`config.mk`:
```
export PLATFORM = sky130hd
export DESIGN_NAME = speech_top
export DESIGN_NICKNAME = d
export VERILOG_FILES = /design/src/common/flash_pkg.sv /design/src/common/audio_pkg.sv /design/src/rate/sample_rate_gen.sv /design/src/playback/phoneme_table.sv /design/src/playback/flash_reader.sv /design/src/playback/phrase_player.sv /design/src/logic/level_meter.sv /design/src/logic/speech_top.sv
export SDC_FILE = /design/constraint.sdc
export NUM_CORES = 1
export LEC_CHECK = 0
export ABC_CLOCK_PERIOD_IN_PS = 6100
export BUFFER_PORTS_ARGS = -buffer_cell sky130_fd_sc_hd__buf_2
export CAP_MARGIN = 25
export CORE_MARGIN = 2
export CORE_UTILIZATION = 38
export DETAILED_ROUTE_END_ITERATION = 7
export PLACE_DENSITY = 0.59
export SYNTH_ARGS = -nofsm -noshare
export SYNTH_HDL_FRONTEND = slang
export SYNTH_HIERARCHICAL = 1
export SYNTH_SLANG_ARGS = --single-unit
```
`constraint.sdc`:
```
create_clock -name CLK_50M -period 6.1 [get_ports CLK_50M]
set_clock_uncertainty 0.1 [all_clocks]
set_input_delay 0.305 -clock CLK_50M [delete_from_list [all_inputs] [get_ports CLK_50M]]
set_output_delay 0.305 -clock CLK_50M [all_outputs]
set_load 0.005 [all_outputs]
```
`src/common/flash_pkg.sv`:
```
`default_nettype none

package flash_pkg;

  typedef logic [22:0] flash_addr_t;  // Word address
  typedef logic [31:0] flash_word_t;

  typedef struct packed {
    logic        read;
    flash_addr_t addr;
  } flash_req_t;

  typedef struct packed {
    logic        readdatavalid;
    flash_word_t data;
  } flash_rsp_t;

  typedef enum logic [2:0] {
    PH_AA,
    PH_EE,
    PH_OO,
    PH_SS,
    PH_MM,
    PH_NN,
    PH_KK,
    PH_SIL
  } phoneme_t;

  // Inclusive word range of one phoneme
  typedef struct packed {
    flash_addr_t start_addr;
    flash_addr_t end_addr;
    logic        silent;
  } phoneme_range_t;

  localparam int PHONEME_WORDS = 4;

  // Code n starts at word n*8
  function automatic flash_addr_t phoneme_base(input phoneme_t code);
    return flash_addr_t'(code) << 3;
  endfunction

endpackage

`default_nettype wire

```
`src/common/audio_pkg.sv`:
```
`default_nettype none

package audio_pkg;

  typedef logic signed [7:0] sample_t;
  typedef logic [15:0]       rate_div_t;   // CLK_50M cycles per sample
  typedef logic [7:0]        led_bar_t;

  // ============================================================
  // Sample rate defaults
  // ============================================================

  localparam rate_div_t DEFAULT_RATE_DIV   = 16'd6944;   // 7200 Hz
  localparam rate_div_t DEFAULT_RATE_STEP  = 16'd100;
  localparam int        DEFAULT_KEY_REPEAT = 5_000_000;  // 10 changes per second

  // Samples in the level average
  localparam int LEVEL_WINDOW = 8;

endpackage

`default_nettype wire

```
`src/rate/sample_rate_gen.sv`:
```
`default_nettype none
`timescale 1ns/1ps

module sample_rate_gen
  import audio_pkg::*;
#(
  parameter rate_div_t RATE_DIV_RESET = DEFAULT_RATE_DIV,
  parameter rate_div_t RATE_STEP      = DEFAULT_RATE_STEP,
  parameter int        KEY_REPEAT     = DEFAULT_KEY_REPEAT
)
(
  input  logic      CLK_50M,
  input  logic      arst_n,
  input  logic      key_up,
  input  logic      key_down,
  input  logic      key_reset,
  output logic      tick,
  output rate_div_t rate_div
);

  localparam int RPT_W = $clog2(KEY_REPEAT + 1);

  logic [RPT_W-1:0] repeat_cnt;
  logic             repeat_open;
  logic             key_accept;
  logic [16:0]      div_sum;
  rate_div_t        div_faster;
  rate_div_t        div_slower;
  rate_div_t        tick_cnt;

  assign repeat_open = (repeat_cnt == '0);
  assign key_accept  = repeat_open && (key_up || key_down) && !key_reset;

  // Clamped step results
  assign div_sum    = {1'b0, rate_div} + {1'b0, RATE_STEP};
  assign div_slower = div_sum[16] ? 16'hFFFF : div_sum[15:0];
  assign div_faster = ({1'b0, rate_div} < {RATE_STEP, 1'b0}) ? RATE_STEP
                                                             : rate_div - RATE_STEP;

  // ============================================================
  // Key handling
  // ============================================================

  always_ff @(posedge CLK_50M or negedge arst_n)
  begin
    if (!arst_n)
    begin
      repeat_cnt <= RPT_W'(KEY_REPEAT);  // Blocked until first expiry
      rate_div   <= RATE_DIV_RESET;
    end
    else
    begin
      if (key_reset)
        rate_div <= RATE_DIV_RESET;
      else if (key_accept)
        rate_div <= key_up ? div_faster : div_slower;  // Up wins over down

      if (key_accept)
        repeat_cnt <= RPT_W'(KEY_REPEAT);
      else if (!repeat_open)
        repeat_cnt <= repeat_cnt - 1'b1;
    end
  end

  // Tick every rate_div cycles
  always_ff @(posedge CLK_50M or negedge arst_n)
  begin
    if (!arst_n)
    begin
      tick_cnt <= '0;
      tick     <= 1'b0;
    end
    else if (tick_cnt >= rate_div - 1'b1)  // Also catches a shrinking divider
    begin
      tick_cnt <= '0;
      tick     <= 1'b1;
    end
    else
    begin
      tick_cnt <= tick_cnt + 1'b1;
      tick     <= 1'b0;
    end
  end

endmodule

`default_nettype wire

```
`src/playback/phoneme_table.sv`:
```
`default_nettype none
`timescale 1ns/1ps

module phoneme_table
  import flash_pkg::*;
(
  input  logic           CLK_50M,
  input  logic           arst_n,
  input  logic           start,
  input  phoneme_t       phoneme,
  output phoneme_range_t range,
  output logic           range_valid
);

  flash_addr_t base;

  assign base = phoneme_base(phoneme);

  always_ff @(posedge CLK_50M or negedge arst_n)
  begin
    if (!arst_n)
      range_valid <= 1'b0;
    else
      range_valid <= start;  // One cycle behind start
  end

  // Lookup captured on start
  always_ff @(posedge CLK_50M)
  begin
    if (start)
    begin
      range.start_addr <= base;
      range.end_addr   <= base + flash_addr_t'(PHONEME_WORDS - 1);
      range.silent     <= (phoneme == PH_SIL);
    end
  end

endmodule

`default_nettype wire

```
`src/playback/flash_reader.sv`:
```
`default_nettype none
`timescale 1ns/1ps

module flash_reader
  import flash_pkg::*;
(
  input  logic        CLK_50M,
  input  logic        arst_n,
  input  logic        fetch,
  input  flash_addr_t fetch_addr,
  output flash_req_t  flash_req,
  input  flash_rsp_t  flash_rsp,
  output flash_word_t word,
  output logic        word_valid
);

  typedef enum logic [1:0] {IDLE, ISSUE, WAIT} rd_state_t;

  rd_state_t   state;
  flash_addr_t addr_q;

  always_ff @(posedge CLK_50M or negedge arst_n)
  begin
    if (!arst_n)
    begin
      state      <= IDLE;
      word_valid <= 1'b0;
    end
    else
    begin
      word_valid <= 1'b0;
      case (state)
        IDLE:
        begin
          if (fetch)
            state <= ISSUE;
        end
        ISSUE:
          state <= WAIT;
        WAIT:
        begin
          if (flash_rsp.readdatavalid)  // No new read before this
          begin
            word_valid <= 1'b1;
            state      <= IDLE;
          end
        end
        default:
          state <= IDLE;
      endcase
    end
  end

  always_ff @(posedge CLK_50M)
  begin
    if (state == IDLE && fetch)
      addr_q <= fetch_addr;
    if (state == WAIT && flash_rsp.readdatavalid)
      word <= flash_rsp.data;
  end

  assign flash_req.read = (state == ISSUE);  // Single-cycle read
  assign flash_req.addr = addr_q;

endmodule

`default_nettype wire

```
`src/playback/phrase_player.sv`:
```
`default_nettype none
`timescale 1ns/1ps

module phrase_player
  import flash_pkg::*, audio_pkg::*;
(
  input  logic           CLK_50M,
  input  logic           arst_n,
  input  logic           start,
  input  phoneme_range_t range,
  input  logic           range_valid,
  input  logic           tick,
  output logic           fetch,
  output flash_addr_t    fetch_addr,
  input  flash_word_t    word,
  input  logic           word_valid,
  output sample_t        sample,
  output logic           sample_valid,
  output logic           busy,
  output logic           done
);

  typedef enum logic [1:0] {IDLE, LOAD, PLAY, FINISH} play_state_t;

  play_state_t state;
  logic        silent;
  flash_addr_t end_addr;
  flash_addr_t play_addr;    // Word now playing
  logic        fetch_done;
  logic        pending;      // Read in flight
  flash_word_t cur_word;
  flash_word_t next_word;
  logic        cur_full;
  logic        next_full;
  logic        load_cur;
  logic [1:0]  byte_idx;

  assign load_cur     = (state == PLAY) && !cur_full && next_full;
  assign sample_valid = (state == PLAY) && tick && (silent || cur_full);
  assign sample       = silent ? '0 : sample_t'(cur_word[{byte_idx, 3'b000} +: 8]);
  assign fetch        = (state == PLAY) && !silent && !fetch_done && !pending && !next_full;
  assign busy         = (state == LOAD) || (state == PLAY);
  assign done         = (state == FINISH);

  // ============================================================
  // Phrase FSM
  // ============================================================

  always_ff @(posedge CLK_50M or negedge arst_n)
  begin
    if (!arst_n)
    begin
      state      <= IDLE;
      silent     <= 1'b0;
      end_addr   <= '0;
      play_addr  <= '0;
      fetch_addr <= '0;
      fetch_done <= 1'b0;
      pending    <= 1'b0;
      cur_full   <= 1'b0;
      next_full  <= 1'b0;
      byte_idx   <= 2'd0;
    end
    else
    begin
      case (state)
        IDLE, FINISH:
          state <= start ? LOAD : IDLE;
        LOAD:
        begin
          if (range_valid)
          begin
            state      <= PLAY;
            silent     <= range.silent;
            end_addr   <= range.end_addr;
            play_addr  <= range.start_addr;
            fetch_addr <= range.start_addr;
            fetch_done <= 1'b0;
            pending    <= 1'b0;
            cur_full   <= 1'b0;
            next_full  <= 1'b0;
            byte_idx   <= 2'd0;
          end
        end
        PLAY:
        begin
          if (fetch)
          begin
            pending    <= 1'b1;
            fetch_addr <= fetch_addr + 1'b1;
            if (fetch_addr == end_addr)
              fetch_done <= 1'b1;
          end
          if (word_valid)
          begin
            pending   <= 1'b0;
            next_full <= 1'b1;
          end
          if (load_cur)
          begin
            cur_full  <= 1'b1;
            next_full <= 1'b0;
          end
          if (sample_valid)
          begin
            byte_idx <= byte_idx + 2'd1;
            if (byte_idx == 2'd3)  // Word used up
            begin
              cur_full  <= 1'b0;
              play_addr <= play_addr + 1'b1;
              if (play_addr == end_addr)
                state <= FINISH;
            end
          end
        end
        default:
          state <= IDLE;
      endcase
    end
  end

  // Prefetch buffer and current word
  always_ff @(posedge CLK_50M)
  begin
    if (word_valid)
      next_word <= word;
    if (load_cur)
      cur_word <= next_word;
  end

endmodule

`default_nettype wire

```
`src/logic/level_meter.sv`:
```
`default_nettype none
`timescale 1ns/1ps

module level_meter
  import audio_pkg::*;
(
  input  logic     CLK_50M,
  input  logic     arst_n,
  input  sample_t  sample,
  input  logic     sample_valid,
  output led_bar_t leds
);

  localparam int AVG_SHIFT = $clog2(LEVEL_WINDOW);
  localparam int SUM_W     = 7 + AVG_SHIFT;

  logic [6:0]       mag_hist [LEVEL_WINDOW];
  logic [SUM_W-1:0] mag_sum;
  logic [7:0]       neg;
  logic [6:0]       mag;
  logic [2:0]       lit;

  assign neg = -sample;

  always_comb
  begin
    if (!sample[7])
      mag = sample[6:0];
    else if (neg[7])
      mag = 7'd127;  // -128 saturates
    else
      mag = neg[6:0];
  end

  // Running sum over the window
  always_ff @(posedge CLK_50M or negedge arst_n)
  begin
    if (!arst_n)
    begin
      mag_sum <= '0;
      for (int i = 0; i < LEVEL_WINDOW; i++)
        mag_hist[i] <= '0;
    end
    else if (sample_valid)
    begin
      mag_sum     <= mag_sum + SUM_W'(mag) - SUM_W'(mag_hist[LEVEL_WINDOW-1]);
      mag_hist[0] <= mag;
      for (int i = 1; i < LEVEL_WINDOW; i++)
        mag_hist[i] <= mag_hist[i-1];
    end
  end

  // Average / 16 sets bar length
  assign lit  = 3'(mag_sum >> (AVG_SHIFT + 4));
  assign leds = led_bar_t'((9'd1 << lit) - 9'd1);

endmodule

`default_nettype wire

```
`src/logic/speech_top.sv`:
```
`default_nettype none
`timescale 1ns/1ps

module speech_top
  import flash_pkg::*, audio_pkg::*;
#(
  parameter rate_div_t RATE_DIV_RESET = DEFAULT_RATE_DIV,
  parameter rate_div_t RATE_STEP      = DEFAULT_RATE_STEP,
  parameter int        KEY_REPEAT     = DEFAULT_KEY_REPEAT
)
(
  input  logic       CLK_50M,
  input  logic       arst_n,
  input  logic       start,
  input  phoneme_t   phoneme,
  input  logic       key_up,
  input  logic       key_down,
  input  logic       key_reset,
  output flash_req_t flash_req,
  input  flash_rsp_t flash_rsp,
  output sample_t    sample,
  output logic       sample_valid,
  output logic       busy,
  output logic       done,
  output led_bar_t   leds,
  output rate_div_t  rate_div
);

  logic           tick;
  phoneme_range_t range;
  logic           range_valid;
  logic           fetch;
  flash_addr_t    fetch_addr;
  flash_word_t    word;
  logic           word_valid;

  // ============================================================
  // Rate and playback
  // ============================================================

  sample_rate_gen #(
    .RATE_DIV_RESET (RATE_DIV_RESET),
    .RATE_STEP      (RATE_STEP),
    .KEY_REPEAT     (KEY_REPEAT)
  ) u_rate (
    .CLK_50M   (CLK_50M),
    .arst_n    (arst_n),
    .key_up    (key_up),
    .key_down  (key_down),
    .key_reset (key_reset),
    .tick      (tick),
    .rate_div  (rate_div)
  );

  phoneme_table u_table (
    .CLK_50M     (CLK_50M),
    .arst_n      (arst_n),
    .start       (start),
    .phoneme     (phoneme),
    .range       (range),
    .range_valid (range_valid)
  );

  flash_reader u_reader (
    .CLK_50M    (CLK_50M),
    .arst_n     (arst_n),
    .fetch      (fetch),
    .fetch_addr (fetch_addr),
    .flash_req  (flash_req),
    .flash_rsp  (flash_rsp),
    .word       (word),
    .word_valid (word_valid)
  );

  phrase_player u_player (
    .CLK_50M      (CLK_50M),
    .arst_n       (arst_n),
    .start        (start),
    .range        (range),
    .range_valid  (range_valid),
    .tick         (tick),
    .fetch        (fetch),
    .fetch_addr   (fetch_addr),
    .word         (word),
    .word_valid   (word_valid),
    .sample       (sample),
    .sample_valid (sample_valid),
    .busy         (busy),
    .done         (done)
  );

  level_meter u_meter (
    .CLK_50M      (CLK_50M),
    .arst_n       (arst_n),
    .sample       (sample),
    .sample_valid (sample_valid),
    .leds         (leds)
  );

endmodule

`default_nettype wire

```
==> results.md <==
* Placement Setup Slack at approximately 1.3 ns
* IO Count at 101
* Power, Total at 7.77 mW
* Setup violators final at 0
* Pwr/cell area at 407 nW/um^2
* Die Height at roughly 210 um
* Critical Path Start Type: register
* Clock period minus worst slack at 4.81 ns
* Reg2reg path depth at 15
* Maximum vdd drop at 258 uV
* Crit path capture type: register
* Async SR Flop Fraction at between 60% and 70%
* Fin area at roughly 19000 sq um
* Sequential element share of the synthesized area at 53.2%
* Largest net degree at the start of global routing at 98
* Core Area at ~43000 sq um
* WHS Endpoint: u_reader/state[1]
* Final Hold Vio Count at 0
* Tot GR Track Use at 16.7%
* Final Max Tran Viols at 0
* Most frequent cells in the layout: 190 x dfrtp_1, 123 x edfxtp_1, 105 x nand2_1, 99 x buf_2, 88 x nor2_1
* Initial drt markers at 697
* P_leak at 7.86 nW
* Share of cells above drive strength 1 at approximately a fifth
* Final Routed Wirelength at 36.4 mm
* Placed cell area at 17400 sq um
* Nets at 1671
* Die Wd at 213 um
* Mapped Area at 16500 sq um
* Average cell area after synthesis at around 11 sq um
* PnR worst setup slack at 1.29 ns
* Post-synthesis cell count at 1461
* Remaining Overflow, GRT at 0
* Growth of design area from synthesis to finish at 15.3%
* #FFs+latches synth at ~330
* Hpwl dp at 24.5 mm
* Hold Path Depth at 3
* Buffers on Ports at 100
* Syn. warnings at 6
* Hold buffers post-CTS at 38
* Initial core utilization at 38.5%
* Drt pass-1 iters at 4
* Max-cap violations at 0
* Period utilization at 78.9%
* Final routed DRC violation total at 0
* Internal reg-to-reg setup slack at about 1.3 ns
* Highest clock rate at 208 MHz
* Worst relative slew slack at 27.6%
* Post-route ant nets at 0
* Initial antenna violation count at 2
* Run status: finished, final reports clean
* Arrival @ worst endpoint at roughly 5.2 ns
* Root Buffer: clkbuf_16
* Sink Count at around 330
* Vias in the first global route at roughly 11000
* Most used DFF post-synth: dfrtp_1
* CTS Buf Count at 39
* CTS tree: done
* R2R Path Start: u_player/byte_idx[0]
* Post-synthesis cell type count at 90
* Final TNS setup at 0 ns
* CP required at 6.46 ns
* Crit Path Class: register to register
* Hold WS at 0.0415 ns
* Reg2Reg Capture Point: u_meter/mag_sum[9]
* RSZ-0062 raised after global routing: no
* Row Count at between 70 and 80
* Worst Tran Pin Value at roughly 1.1 ns
* Worst-Skew Late Latency at 0.55 ns
* Peak fanout along the critical path at 12
* DR vias/cell at 5.18
* Post-CTS sizing at 0
* Most common cell after layout, fill and taps aside: dfrtp_1
* Drt wl/cell at 16.5 um
* Clk slew on worst S/H paths at ~0.060 ns
* First-pass GRT wire length at 60.0 mm
* Hold Path Class: primary input to register
* Min-delay src: flash_rsp[32]
* Clock buffer depth at 3
* Post-CTS setup buffers at 0
* Number of synthesized flops with an enable pin at 123
* GPL Wtd Cong at around 0.82
* H-Tree Depth at 2
* Die area at 45200 sq um
* Total number of vias at 11388
critical path, stage by stage, from the launching register on:
cell,delay (ns)
dfrtp_1,0.71
mux4_2,0.57
nor2b_1,0.18
inv_1,0.09
ha_1,0.17
or3b_2,0.47
o41ai_1,0.28
o21a_1,0.22
fa_1,0.43
inv_1,0.07
ha_1,0.27
a21o_1,0.24
a211oi_1,0.42
mux2i_1,0.27
o2111ai_1,0.13
nand3_1,0.10
how the worst max path moves through the flow:
stage                    startpoint            endpoint  slack [ns]  cells past startpoint
3_3_place_gp   u_player/byte_idx[0]  u_meter/mag_sum[8]        1.45                     13
4_1_cts        u_player/byte_idx[0]  u_meter/mag_sum[8]        1.26                     13
5_1_grt        u_player/byte_idx[0]  u_meter/mag_sum[9]        0.92                     15
3_5_place_dp   u_player/byte_idx[0]  u_meter/mag_sum[8]        1.29                     13
2_1_floorplan  u_player/byte_idx[0]  u_meter/mag_sum[8]        1.55                     14
6_report       u_player/byte_idx[0]  u_meter/mag_sum[9]        1.29                     15
final cells by class:
cell class,count,area [sq um]
Antenna cell,1,2.50
Clock buffer,50,1030
Clock inverter,22,219
Fill cell,4074,23900
Inverter,54,203
Multi-Input combinational cell,1006,7090
Sequential cell,326,8790
Tap cell,585,732
Timing Repair Buffer,153,1000
state kept, by name, indices dropped and copies added (netlist names), 32 cells and up:
| register | flops |
|---|---|
| u_meter/mag_hist | 56 |
| u_player/cur_word | 32 |
| u_player/next_word | 32 |
| u_reader/word | 32 |
cell usage after synthesis, types with 15 or more instances:
cell type	n	area, sq um
clkbuf_1	40	150
a21o_1	20	150
buf_2	17	85.1
o22ai_1	15	93.8
nand2b_1	16	100
nor3_1	27	135
inv_1	52	195
nand4_1	25	156
ha_1	42	526
edfxtp_1	123	3690
mux2i_1	17	170
dfrtp_1	190	4750
xor2_1	46	403
buf_4	45	338
o21ai_0	63	315
nand3_1	57	285
xnor2_1	53	464
nor4_1	26	163
a21oi_1	72	360
nor2b_1	16	100
nand2_1	105	394
mux2_2	76	856
nor2_1	90	338
cells by family (layout without fill, tap and decap cells):
family / Yosys count / count (layout) / synth area share, %
multiplexers: 101 / 101 / 7.30
AND/OR/NAND/NOR: 428 / 428 / 13.8
XOR/XNOR: 99 / 99 / 5.25
buffers and inverters: 167 / 279 / 5.00
flip-flops: 326 / 326 / 53.2
AO/OA/AOI/OAI: 289 / 289 / 11.5
adder cells (fa/ha/maj): 49 / 49 / 4.03
other: 2 / 41 / 0.0454
power by group:
part           internal, mW  leakage [nW]  switching (mW)
sequential             2.71          3.71           0.483
clock                  1.36         0.615           0.922
combinational         0.973          3.54            1.31
total                  5.05          7.86            2.72
layer usage:
metal | share of wire [%] | wire length, um | vias up | global-route usage, %
li1 | - | - | 5483 | -
met1 | 48 | 17400 | 5587 | 23.8
met2 | 45 | 16300 | 259 | 25.5
met3 | 4.7 | 1700 | 59 | 2.88
met4 | 2.6 | 940 | 0 | 5.96
met5 | 0 | 0 | - | 0
stage by stage:
| stage | std cells | utilization [%] |
|---|---|---|
| after floorplan | 1499 | - |
| after global placement | 2085 | 40.5 |
| after detailed placement | 2085 | 40.5 |
| after CTS | 2195 | 44.3 |
| after global routing | 2197 | 44.3 |
| final | 2197 | 44.3 |
(Power assumes the default switching activity.)
